===== src/rtl/irq_pkg.sv =====
/*
 * interrupt controller shared definitions
 * sizes, command encoding, command and response structs,
 * response codes and the scanner offer record
 */
`default_nettype none

package irq_pkg;

	// bus word and word-address widths
	localparam int ARCH_W = 16;
	localparam int ADDR_W = 2;

	// number of sources and destinations
	localparam int SRC_N = 4;
	localparam int DST_N = 2;

	// index widths, derived from the counts above
	localparam int SRC_W = $clog2(SRC_N);
	localparam int DST_W = $clog2(DST_N);

	// argument / response field, everything above the 2-bit cmd
	localparam int ARG_W = ARCH_W - 2;

	// command opcodes, low 2 bits of every written word
	typedef enum logic [1:0] {
		CMD_DEVRDY = 2'b00,
		CMD_ACKINT = 2'b01,
		CMD_INTDST = 2'b10,
		CMD_ENAINT = 2'b11
	} cmd_e;

	// layout of a bus word; also used for the response register
	typedef struct packed {
		logic [ARG_W-1:0] arg;
		cmd_e             cmd;
	} cmd_word_t;

	// command handed from the port to its owner
	typedef struct packed {
		logic             valid;
		cmd_e             cmd;
		logic [ARG_W-1:0] arg;
	} cmd_req_t;

	// result returned by the owner in the same cycle
	typedef struct packed {
		logic             valid;
		logic [ARG_W-1:0] resp;
	} resp_t;

	// -1 and -2 in the response field
	localparam logic [ARG_W-1:0] RESP_INVALID = {ARG_W{1'b1}};
	localparam logic [ARG_W-1:0] RESP_BUSY    = {{(ARG_W-1){1'b1}}, 1'b0};

	// scanner offer: current source is enabled and requesting
	typedef struct packed {
		logic             valid;
		logic [SRC_W-1:0] idx;
	} src_offer_t;

endpackage

`default_nettype wire


===== src/rtl/irq_cmd_port.sv =====
/*
 * wishbone-style slave for the interrupt controller
 * registers accesses, gates commands on the ready state,
 * routes them to scanner or dispatcher, holds the response
 */
`timescale 1ns/1ps
`default_nettype none

module irq_cmd_port (
	input  wire                          clk_i,
	input  wire                          rst_i,
	input  wire                          cyc_i,
	input  wire                          stb_i,
	input  wire                          we_i,
	input  wire [irq_pkg::ADDR_W-1:0]    addr_i,
	input  wire [irq_pkg::ARCH_W-1:0]    dat_i,
	output logic                         ack_o,
	output logic [irq_pkg::ARCH_W-1:0]   dat_o,
	output irq_pkg::cmd_req_t            scan_req_o,
	output irq_pkg::cmd_req_t            disp_req_o,
	input  wire irq_pkg::resp_t          scan_resp_i,
	input  wire irq_pkg::resp_t          disp_resp_i,
	output logic                         cmd_idle_o
);

	logic                stb_q;
	logic                we_q;
	irq_pkg::cmd_word_t  wr_q;
	irq_pkg::cmd_word_t  resp_q;
	logic                wr_fire;
	logic                devrdy;
	logic                cmd_fire;

	// strobe, write flag and word captured one cycle after the access
	// ack follows one more cycle later, so 2 cycles after the strobe
	always_ff @(posedge clk_i) begin
		if (rst_i) begin
			stb_q <= 1'b0;
			ack_o <= 1'b0;
		end else begin
			stb_q <= cyc_i && stb_i;
			ack_o <= stb_q;
		end
	end

	// single location: only writes to word 0 carry a command
	always_ff @(posedge clk_i) begin
		if (cyc_i && stb_i) begin
			we_q <= we_i && (addr_i == '0);
			wr_q <= dat_i;
		end
	end

	// controller takes a new command only once the last result was DEVRDY
	assign cmd_idle_o = (resp_q.cmd == irq_pkg::CMD_DEVRDY);

	assign wr_fire  = stb_q && we_q;
	assign devrdy   = wr_fire && (wr_q.cmd == irq_pkg::CMD_DEVRDY);
	assign cmd_fire = wr_fire && cmd_idle_o && (wr_q.cmd != irq_pkg::CMD_DEVRDY);

	// ENAINT belongs to the scanner, the rest to the dispatcher
	always_comb begin
		scan_req_o.valid = cmd_fire && (wr_q.cmd == irq_pkg::CMD_ENAINT);
		scan_req_o.cmd   = wr_q.cmd;
		scan_req_o.arg   = wr_q.arg;
		disp_req_o.valid = cmd_fire && (wr_q.cmd != irq_pkg::CMD_ENAINT);
		disp_req_o.cmd   = wr_q.cmd;
		disp_req_o.arg   = wr_q.arg;
	end

	// response register: DEVRDY clears it, a served command loads cmd and result
	// a gated-off write falls through and leaves it alone
	always_ff @(posedge clk_i) begin
		if (rst_i || devrdy) begin
			resp_q <= '0;
		end else if (scan_resp_i.valid) begin
			resp_q.cmd <= wr_q.cmd;
			resp_q.arg <= scan_resp_i.resp;
		end else if (disp_resp_i.valid) begin
			resp_q.cmd <= wr_q.cmd;
			resp_q.arg <= disp_resp_i.resp;
		end
	end

	// reads always see the last result
	assign dat_o = resp_q;

	// one access at a time, so ack is a lone pulse
	a_ack_single: assert property (@(posedge clk_i) disable iff (rst_i)
		ack_o |=> !ack_o);

	// scanner and dispatcher never answer together
	a_resp_one: assert property (@(posedge clk_i) disable iff (rst_i)
		!(scan_resp_i.valid && disp_resp_i.valid));

endmodule

`default_nettype wire


===== src/rtl/irq_src_scan.sv =====
/*
 * interrupt source scanner
 * source enable mask with ENAINT handling and
 * round-robin offer of the next requesting source
 */
`timescale 1ns/1ps
`default_nettype none

module irq_src_scan (
	input  wire                          clk_i,
	input  wire                          rst_i,
	input  wire irq_pkg::cmd_req_t       req_i,
	output irq_pkg::resp_t               resp_o,
	input  wire [irq_pkg::SRC_N-1:0]     intrqstsrc_i,
	input  wire                          src_take_i,
	output irq_pkg::src_offer_t          offer_o
);

	logic [irq_pkg::SRC_N-1:0]   en_q;
	logic [irq_pkg::SRC_W-1:0]   idx_q;
	logic [irq_pkg::SRC_W-1:0]   idx_next;
	logic [irq_pkg::ARG_W-2:0]   arg_idx;
	logic                        arg_ok;
	logic                        ena_fire;

	// ENAINT arg: index above, enable in bit 0
	assign arg_idx  = req_i.arg[irq_pkg::ARG_W-1:1];
	assign arg_ok   = (arg_idx < irq_pkg::SRC_N);
	assign ena_fire = req_i.valid && (req_i.cmd == irq_pkg::CMD_ENAINT);

	// answer in the same cycle: the index, or -1 when out of range
	always_comb begin
		resp_o.valid = ena_fire;
		if (arg_ok) begin
			resp_o.resp = {{(irq_pkg::ARG_W-irq_pkg::SRC_W){1'b0}},
				arg_idx[irq_pkg::SRC_W-1:0]};
		end else begin
			resp_o.resp = irq_pkg::RESP_INVALID;
		end
	end

	always_ff @(posedge clk_i) begin
		if (rst_i) begin
			en_q <= '0;
		end else if (ena_fire && arg_ok) begin
			en_q[arg_idx[irq_pkg::SRC_W-1:0]] <= req_i.arg[0];
		end
	end

	// offer the indexed source while it is enabled and raising a request
	assign offer_o.valid = en_q[idx_q] && intrqstsrc_i[idx_q];
	assign offer_o.idx   = idx_q;

	// wrap at SRC_N, which need not be a power of two
	assign idx_next = (idx_q == irq_pkg::SRC_W'(irq_pkg::SRC_N-1)) ? '0 : idx_q + 1'b1;

	// step on after the dispatcher took the offer, or when nothing to offer
	// otherwise hold so the dispatcher can keep searching a destination
	always_ff @(posedge clk_i) begin
		if (rst_i) begin
			idx_q <= '0;
		end else if (src_take_i || !offer_o.valid) begin
			idx_q <= idx_next;
		end
	end

	// a source disabled by ENAINT is not offered on the following cycle
	a_no_disabled: assert property (@(posedge clk_i) disable iff (rst_i)
		(ena_fire && arg_ok && !req_i.arg[0]) |=>
		!(offer_o.valid && offer_o.idx == $past(arg_idx[irq_pkg::SRC_W-1:0])));

endmodule

`default_nettype wire


===== src/rtl/irq_dispatch.sv =====
/*
 * interrupt destination dispatcher
 * one-entry pending record, destination search with preference,
 * INTDST and ACKINT handling, source/destination handshakes
 */
`timescale 1ns/1ps
`default_nettype none

module irq_dispatch (
	input  wire                          clk_i,
	input  wire                          rst_i,
	input  wire irq_pkg::cmd_req_t       req_i,
	output irq_pkg::resp_t               resp_o,
	input  wire                          cmd_idle_i,
	input  wire irq_pkg::src_offer_t     offer_i,
	output logic                         src_take_o,
	input  wire [irq_pkg::DST_N-1:0]     intrdydst_i,
	input  wire [irq_pkg::DST_N-1:0]     intbestdst_i,
	output logic [irq_pkg::DST_N-1:0]    intrqstdst_o,
	output logic [irq_pkg::SRC_N-1:0]    intrdysrc_o
);

	// pending record
	logic                        pend_q;
	logic                        dir_q;
	logic [irq_pkg::SRC_W-1:0]   src_q;
	// search index, doubles as the target once pending
	logic [irq_pkg::DST_W-1:0]   dst_q;
	logic [irq_pkg::DST_N-1:0]   den_q;

	logic [irq_pkg::DST_W-1:0]   dst_next;
	logic                        any_best;
	logic                        dst_hit;
	logic                        intdst_fire;
	logic                        intdst_ok;
	logic                        ackint_fire;
	logic [irq_pkg::ARG_W-2:0]   ack_idx;
	logic                        ack_ok;
	logic                        ack_hit;

	// INTDST carries the bare destination index in arg
	assign intdst_fire = req_i.valid && (req_i.cmd == irq_pkg::CMD_INTDST);
	assign intdst_ok   = (req_i.arg < irq_pkg::DST_N);

	// ACKINT arg: destination index above, enable in bit 0
	assign ackint_fire = req_i.valid && (req_i.cmd == irq_pkg::CMD_ACKINT);
	assign ack_idx     = req_i.arg[irq_pkg::ARG_W-1:1];
	assign ack_ok      = (ack_idx < irq_pkg::DST_N);
	assign ack_hit     = pend_q && (ack_idx == {{(irq_pkg::ARG_W-1-irq_pkg::DST_W){1'b0}}, dst_q});

	// a best destination wins; plain ready counts only if no enabled one is best
	assign any_best = |(intbestdst_i & den_q);
	assign dst_hit  = den_q[dst_q] &&
		(intbestdst_i[dst_q] || (!any_best && intrdydst_i[dst_q]));

	assign dst_next = (dst_q == irq_pkg::DST_W'(irq_pkg::DST_N-1)) ? '0 : dst_q + 1'b1;

	// latch only on a quiet cycle with the port ready for software,
	// since the request line stays low otherwise
	assign src_take_o = !req_i.valid && !pend_q && offer_i.valid && dst_hit && cmd_idle_i;

	always_ff @(posedge clk_i) begin
		if (rst_i) begin
			pend_q <= 1'b0;
			dir_q  <= 1'b0;
			dst_q  <= '0;
			den_q  <= '0;
		end else if (intdst_fire) begin
			// directed request, target loaded straight away
			if (intdst_ok && !pend_q) begin
				pend_q <= 1'b1;
				dir_q  <= 1'b1;
				dst_q  <= req_i.arg[irq_pkg::DST_W-1:0];
			end
		end else if (ackint_fire) begin
			if (ack_hit) begin
				pend_q <= 1'b0;
				dir_q  <= 1'b0;
				// search restarts from destination 0
				dst_q  <= '0;
			end
			if (ack_ok) begin
				den_q[ack_idx[irq_pkg::DST_W-1:0]] <= req_i.arg[0];
			end
		end else if (!pend_q && offer_i.valid) begin
			if (dst_hit) begin
				if (cmd_idle_i) begin
					pend_q <= 1'b1;
					dir_q  <= 1'b0;
				end
			end else begin
				// not suitable, try the next destination
				dst_q <= dst_next;
			end
		end
	end

	// source index is payload, only meaningful while pending
	always_ff @(posedge clk_i) begin
		if (src_take_o) begin
			src_q <= offer_i.idx;
		end
	end

	// same-cycle result for the port
	always_comb begin
		resp_o.valid = intdst_fire || ackint_fire;
		resp_o.resp  = irq_pkg::RESP_INVALID;
		if (intdst_fire) begin
			if (!intdst_ok) begin
				resp_o.resp = irq_pkg::RESP_INVALID;
			end else if (pend_q) begin
				resp_o.resp = irq_pkg::RESP_BUSY;
			end else begin
				resp_o.resp = req_i.arg;
			end
		end else if (ackint_fire) begin
			if (!ack_hit) begin
				resp_o.resp = irq_pkg::RESP_BUSY;
			end else if (dir_q) begin
				// directed requests have no source to report
				resp_o.resp = irq_pkg::RESP_INVALID;
			end else begin
				resp_o.resp = {{(irq_pkg::ARG_W-irq_pkg::SRC_W){1'b0}}, src_q};
			end
		end
	end

	// request line to the target, held off while a command result is outstanding
	always_comb begin
		for (int d = 0; d < irq_pkg::DST_N; d++) begin
			intrqstdst_o[d] = pend_q && cmd_idle_i && (dst_q == irq_pkg::DST_W'(d));
		end
	end

	// latched source sees intrdy low until acknowledged
	always_comb begin
		for (int s = 0; s < irq_pkg::SRC_N; s++) begin
			intrdysrc_o[s] = !(pend_q && !dir_q && (src_q == irq_pkg::SRC_W'(s)));
		end
	end

	a_dst_onehot: assert property (@(posedge clk_i) disable iff (rst_i)
		$onehot0(intrqstdst_o));

	// a raised request never hops to another destination without dropping first
	a_dst_stable: assert property (@(posedge clk_i) disable iff (rst_i)
		(intrqstdst_o != '0) |=>
		((intrqstdst_o == '0) || (intrqstdst_o == $past(intrqstdst_o))));

endmodule

`default_nettype wire


===== src/rtl/irq_top.sv =====
/*
 * interrupt controller top level
 * command port, source scanner and destination dispatcher
 */
`timescale 1ns/1ps
`default_nettype none

module irq_top (
	input  wire                          clk_i,
	input  wire                          rst_i,
	input  wire                          cyc_i,
	input  wire                          stb_i,
	input  wire                          we_i,
	input  wire [irq_pkg::ADDR_W-1:0]    addr_i,
	input  wire [irq_pkg::ARCH_W-1:0]    dat_i,
	output logic                         ack_o,
	output logic [irq_pkg::ARCH_W-1:0]   dat_o,
	output logic [irq_pkg::DST_N-1:0]    intrqstdst_o,
	input  wire [irq_pkg::DST_N-1:0]     intrdydst_i,
	input  wire [irq_pkg::DST_N-1:0]     intbestdst_i,
	input  wire [irq_pkg::SRC_N-1:0]     intrqstsrc_i,
	output logic [irq_pkg::SRC_N-1:0]    intrdysrc_o
);

	irq_pkg::cmd_req_t    scan_req;
	irq_pkg::cmd_req_t    disp_req;
	irq_pkg::resp_t       scan_resp;
	irq_pkg::resp_t       disp_resp;
	irq_pkg::src_offer_t  src_offer;
	logic                 src_take;
	logic                 cmd_idle;

	irq_cmd_port u_cmd_port (
		.clk_i       (clk_i),
		.rst_i       (rst_i),
		.cyc_i       (cyc_i),
		.stb_i       (stb_i),
		.we_i        (we_i),
		.addr_i      (addr_i),
		.dat_i       (dat_i),
		.ack_o       (ack_o),
		.dat_o       (dat_o),
		.scan_req_o  (scan_req),
		.disp_req_o  (disp_req),
		.scan_resp_i (scan_resp),
		.disp_resp_i (disp_resp),
		.cmd_idle_o  (cmd_idle)
	);

	irq_src_scan u_src_scan (
		.clk_i        (clk_i),
		.rst_i        (rst_i),
		.req_i        (scan_req),
		.resp_o       (scan_resp),
		.intrqstsrc_i (intrqstsrc_i),
		.src_take_i   (src_take),
		.offer_o      (src_offer)
	);

	irq_dispatch u_dispatch (
		.clk_i        (clk_i),
		.rst_i        (rst_i),
		.req_i        (disp_req),
		.resp_o       (disp_resp),
		.cmd_idle_i   (cmd_idle),
		.offer_i      (src_offer),
		.src_take_o   (src_take),
		.intrdydst_i  (intrdydst_i),
		.intbestdst_i (intbestdst_i),
		.intrqstdst_o (intrqstdst_o),
		.intrdysrc_o  (intrdysrc_o)
	);

endmodule

`default_nettype wire


===== config.mk =====
export PLATFORM = sky130hd
export DESIGN_NAME = irq_top
export DESIGN_NICKNAME = d
export VERILOG_FILES = /design/src/rtl/irq_pkg.sv /design/src/rtl/irq_cmd_port.sv /design/src/rtl/irq_src_scan.sv /design/src/rtl/irq_dispatch.sv /design/src/rtl/irq_top.sv
export SDC_FILE = /design/constraint.sdc
export NUM_CORES = 1
export LEC_CHECK = 0
export BUFFER_PORTS_ARGS = -buffer_cell sky130_fd_sc_hd__buf_4
export CAP_MARGIN = 30
export CELL_PAD_IN_SITES_DETAIL_PLACEMENT = 1
export CELL_PAD_IN_SITES_GLOBAL_PLACEMENT = 1
export CORE_MARGIN = 2
export CORE_UTILIZATION = 41
export DETAILED_ROUTE_END_ITERATION = 16
export GPL_ROUTABILITY_DRIVEN = 1
export MAX_ROUTING_LAYER = met4
export PLACE_DENSITY_LB_ADDON = 0.1
export REMOVE_ABC_BUFFERS = 1
export SYNTH_ARGS = -nofsm -noshare
export SYNTH_HDL_FRONTEND = slang
export SYNTH_SLANG_ARGS = --single-unit
export TNS_END_PERCENT = 5

===== constraint.sdc =====
create_clock -name clk_i -period 2.5 [get_ports clk_i]
set_clock_uncertainty 0.2 [all_clocks]
set_input_delay 0.125 -clock clk_i [delete_from_list [all_inputs] [get_ports clk_i]]
set_output_delay 0.125 -clock clk_i [all_outputs]
set_load 0.05 [all_outputs]

==> results of run 1 <==
## layout by cell type, fill, tap and decap left out, types with 2 or more instances in the layout
master and n:
buf_4 58, dfxtp_1 29, nor2_1 21, dlygate4sd3_1 19, edfxtp_1 19, nand2_1 11
o21ai_1 11, a22oi_1 10, nor3_1 6, mux2i_1 6, and2_1 5, inv_1 5
nand3_1 5, clkbuf_8 5, nand2b_1 3, o211a_1 3, nor2b_1 3, o21ai_0 3
nand4b_1 3, a31oi_1 3, nor3b_1 2, a21boi_0 2, mux4_2 2, xor2_1 2
a311oi_1 2, or3_1 2, nor4_2 2, o22ai_1 2, o41ai_1 2, nor4_1 2
a21oi_1 2, nand4_1 2
## final timing paths
path	slack, ns	to	depth (start not counted)	from
worst max-delay path	0.22	u_dispatch.pend_q	5	u_cmd_port.disp_req_o[11]
worst min-delay path	0.20	u_src_scan.idx_q[1]	4	intrqstsrc_i[1]
worst min register to register	0.25	u_cmd_port.dat_o[4]	2	u_cmd_port.dat_o[4]
worst max register to register	0.22	u_dispatch.pend_q	5	u_cmd_port.disp_req_o[11]
## logic make-up after synthesis
logic type	share of synthesized area (%)
AO/OA/AOI/OAI	18.2
adder cells (fa/ha/maj)	0.543
buffers and inverters	5.00
XOR/XNOR	0.761
multiplexers	5.71
AND/OR/NAND/NOR	19.8
flip-flops	50.0
## where the power goes
| group | leakage, uW | internal, uW | switching, uW |
|---|---|---|---|
| Clock | 0.0000414 | 199 | 272 |
| Combinational | 0.000739 | 112 | 129 |
| Sequential | 0.000412 | 856 | 39.6 |
| Total | 0.00119 | 1170 | 441 |
## critical path: stages (launching register included)
cell and delay (ns):
edfxtp_1 0.42, nor4_2 0.36, and3_2 0.34, a21boi_2 0.11, a2111oi_4 0.40, mux2_4 0.33
## through the flow
step / power, uW / utilization [%] / hold slack [ns]
6_report: 1610 / 55.1 / 0.204
5_1_grt: 1670 / 55.1 / 0.228
3_5_place_dp: 1130 / 50.0 / 0.104
3_3_place_gp: 1130 / 50.0 / 0.104
4_1_cts: 1620 / 55.1 / 0.194
2_1_floorplan: 1030 / - / -0.00339
## sequential cells by signal, summed over array words and instances, names as in the netlist
signal                 cells
u_cmd_port.dat_o          16
u_cmd_port.disp_req_o     16
u_src_scan.en_q            4
u_dispatch.den_q           2
u_dispatch.src_q           2
u_src_scan.idx_q           2
u_cmd_port.ack_o           1
u_cmd_port.stb_q           1
u_cmd_port.we_q            1
u_dispatch.dir_q           1
u_dispatch.dst_q           1
u_dispatch.pend_q          1
## metal layers
layer  vias up  share of wire [%]  global-route usage (%)
li1        933                  -                       -
met1       899                 47                    25.3
met2        50                 48                    32.6
met3         6                4.2                    3.41
met4         0                1.1                    5.17
met5         -                  0                       -
## repair_timing
item	4_1_cts	5_1_grt
endpoints found under the hold margin	25	0
gates resized for setup	0	0
hold buffers	19	0
## final cells by class
class | count | area (um2)
clock buffer | 6 | 72.6
clock inverter | 2 | 16.3
fill | 606 | 2460
inverter | 6 | 22.5
multi-input combinational | 142 | 1040
sequential | 48 | 1150
tap | 72 | 90.1
timing repair buffer | 77 | 626
==> results.tsv, run 1 <==
metric	value	unit
yosys_register_bits	48	
numPortBuffers	53	
dpl.cell_count	326	
timing.slew.headroom	45.1	%
setup.worst_path.class	reg -> reg	
layout_worst_path_cycle_share	91.3	%
drt-total-wl	5.62	mm
power_leakage	0.00119	uW
coreArea	0.00547	mm2
tightest_slew	0.823	ns
synth_cells	208	
synth_top_cell_by_area	dfxtp_1	
drt.antenna.violating_nets	0	
drtPass1Iterations	4	
worst_hold_path_type	in -> reg	
outcome	finished, final reports clean	
fmax	438	MHz
synth_edf_count	19	
cts-root-buf	clkbuf_8	
route.detailed.wl_per_inst	15.9	um
cts_made_buffers	5	
via_count_of_the_first_global_routing_pass	1896	
maxCapViolations	0	
fp.dieW	78.9	um
syn_avg_cell_area	11.1	um2
place.detailed.hpwl	3.97	mm
timing.critical_path.fanout_max	6	
finalNetCount	312	
post-cts-setup-buffers	0	
setup_repair_after_global_routing_missed_its_margin	no	
synth.most_common_cell	dfxtp_1	
post_dp_cell_area	0.00274	mm2
peak_supply_drop	0.336	mV
finish.instance_area	0.00301	mm2
grt.total_usage	19.7	%
routability_driven_placement_congestion_ratio	0.764	
cts_tree	done	
grt_max_degree	22	
antenna-diode-count	0	
vias	1888	
finish.cell_count_without_fillers	353	
ys.warnings.count	0	
synth_flop_cell	dfxtp_1	
post_route_cells_drive_above_1_share	28.8	%
power_density	533	mW/mm2
drv_slew	0	
die-area	0.00623	mm2
htreeDepth	2	
via_density	5.35	
io_pins	54	
final_hold_viol_count	0	
synthDistinctLibCells	60	
chipHeight	78.9	um
initial_antenna_violation_count	0	
synth_top_cell_area_share	25.2	%
worst_skew_pair.late_latency	0.30	ns
synthToLayoutAreaGrowth	30.9	%
setup.worst_path.start_class	register	
first_pass_grt_wire_length	9.28	mm
synth_area	0.00230	mm2
preCtsSetupSlack	0.253	ns
synthTopCellsByArea	dfxtp_1, edfxtp_1, nor2_1, a22oi_1, mux2i_1	
fin_setup_tns	0	ns
globalRoute.totalOverflow	0	
max-clock-path-buffers	2	
yosysSeqAreaShare	50.0	%
cts.sink_count	48	
drc_errors	0	
rows	27	
worst_ep_required_time	2.49	ns
end_kind	register	
final.setup.worst_slack	0.218	ns
synth.cells.most_frequent	dfxtp_1, nor2_1, edfxtp_1	
clk_pin_slew_worst_paths	0.09	ns
initial_utilization	42.1	%
layout_min_cycle_time	2.28	ns
arrival	2.27	ns
finalSetupViolations	0	
initialDrtViolationCount	108	
synthArstFlopShare	0	%
Power figures use the tool's default switching activity.
==> run 2: changes to the inputs <==
SLEW_MARGIN = 25   (was not set)
clock period = 2.13 ns   (was 2.5 ns; I/O delays follow)
==> run 2 against run 1 <==
Net effect:
- the run now ends with setup timing left
- cell area rose by 9.8%
- register-to-register slack lost 0.33 ns
- critical path depth up 1
- first-iteration DRC count decreased by 21%
- die area is the same
- critical endpoint unchanged
==> results.tsv, run 2 (synthesis results as in run 1) <==
metric	value	unit	change
outcome	complete, but fails checks		
failed_checks	setup timing		
finalNetCount	342		+9.6%
cts-root-buf	clkbuf_8		
tightest_slew	0.763	ns	-0.0599 ns
fp.dieW	78.9	um	unchanged
power.total	1910	uW	+19%
drt-total-wl	6.38	mm	+14%
htreeDepth	2		unchanged
timing.critical_path.fanout_max	4		-2
critical_path.max_stage_delay	0.46	ns	+0.04 ns
layout_common_cells	buf_4, dfxtp_1, nor2_1		
max-clock-path-buffers	2		unchanged
maxCapViolations	0		unchanged
cts_made_buffers	5		unchanged
drc_errors	0		unchanged
route.detailed.wl_per_inst	16.7	um	+4.7%
worst_ep_required_time	2.12	ns	-0.37 ns
worst_skew_pair.late_latency	0.29	ns	about the same
crit_family	simple AND/OR/NAND/NOR gates		
routability_driven_placement_congestion_ratio	0.792		+3.7%
finalSetupViolations	15		+15
vias	2040		+8.1%
worstPathCellList	nor4_4 > and3_4 > buf_6 > a31oi_4 > a2111oi_4 > mux2_4		
utilization	60.4	%	+5.4 points
via_density	5.33		-0.41%
cp_slowest_cell	edfxtp_1		
first_pass_grt_wire_length	10.3	mm	+11%
fin_setup_tns	-0.513	ns	-0.513 ns
initial_utilization	42.1	%	unchanged
end_kind	register		
final_hold_viol_count	0		unchanged
hold_worst_slack	0.186	ns	-0.0182 ns
place.detailed.hpwl	4.46	mm	+12%
chipHeight	78.9	um	unchanged
final.setup.worst_slack	-0.108	ns	-0.326 ns
layout_min_cycle_time	2.24	ns	-0.0437 ns
coreArea	0.00547	mm2	unchanged
via_count_of_the_first_global_routing_pass	2131		+12%
drt.antenna.violating_nets	0		unchanged
power_density	577	mW/mm2	+8.2%
worst_hold_path_type	in -> reg		
timing.slew.headroom	48.8	%	+3.7 points
antenna-diode-count	0		unchanged
numPortBuffers	53		unchanged
drv_slew	0		unchanged
critical_path_buffers_and_inverters	1		+1
fmax	447	MHz	+2.0%
setup.worst_path.start_class	register		
die-area	0.00623	mm2	unchanged
power_leakage	0.00135	uW	+13%
initialDrtViolationCount	85		-21%
initial_antenna_violation_count	0		unchanged
grt.total_usage	21.6	%	+1.9 points
cts.sink_count	48		unchanged
clk_pin_slew_worst_paths	0.09	ns	about the same
cts_tree	done		
setup_repair_after_global_routing_missed_its_margin	yes		
synthToLayoutAreaGrowth	43.7	%	
post_route_cells_drive_above_1_share	38.3	%	+9.4 points
grt_max_degree	22		unchanged
layout_worst_path_cycle_share	105	%	+14 points
arrival	2.22	ns	-0.05 ns
setup.worst_path.class	reg -> reg		
io_pins	54		unchanged
peak_supply_drop	0.359	mV	+7.0%
rows	27		unchanged
globalRoute.totalOverflow	0		unchanged
drtPass1Iterations	4		unchanged
mostFrequentLayoutCell	buf_4		
## run 2: changes by cell type in the layout (fill, tap and decap cells not counted), moves of 2 or more
cell    change
buf_6       +2
nor4_4      +2
buf_4      +28
nor4_1      -2
## run 2: through the flow
step / std cells / instance area, um2 / worst slack [ns]
floorplan: 196 / 2210 / -0.249
global placement: 350 / 2920 / -0.0507
detailed placement: 350 / 2920 / -0.0904
CTS: 378 / 3220 / -0.0439
global route: 383 / 3310 / -0.173
finish: 383 / 3310 / -0.108
## run 2: final cells by class
type,instances,area (um2)
inverter,6,22.5
clock inverter,3,18.8
sequential,48,1150
multi-input combinational,142,1100
tap,72,90.1
timing repair buffer,107,858
clock buffer,5,68.8
fill,620,2160
## run 2: layer usage
layer  GRT usage (%)  up-vias  wire length [um]
met3            2.95        6               255
met5               -        -                 0
met1            26.0      986              2810
li1                -      989                 -
met2            38.2       59              3240
met4            6.03        0                72
## run 2: path summary, 6_finish.rpt
kind / slack, ns / from / cells past startpoint / end
worst max-delay path: -0.11 / u_cmd_port.disp_req_o[3] / 6 / u_dispatch.pend_q
worst min-delay path: 0.19 / intrqstsrc_i[0] / 4 / u_src_scan.idx_q[0]
worst max register to register: -0.11 / u_cmd_port.disp_req_o[3] / 6 / u_dispatch.pend_q
worst min register to register: 0.26 / u_cmd_port.dat_o[4] / 2 / u_cmd_port.dat_o[4]
## run 2: power breakdown
group          internal [uW]  switching [uW]
registers               1000            44.8
logic                    157             173
clock network            227             304
## run 2: worst min-delay path, cell delays in order
cell and delay [ns]:
buf_4 0.11, nand2_1 0.05, mux4_2 0.28, o41ai_1 0.08
## run 2: repair_timing
| item | CTS | global route |
|---|---|---|
| setup endpoints to repair | 16 | 18 |
| setup buffers | 1 | 4 |
| hold buffers | 19 | 0 |
| hold endpoints to repair | 25 | 0 |
| pin swaps | 1 | 6 |
| resized for setup | 4 | 11 |
| gates cloned | 0 | 1 |
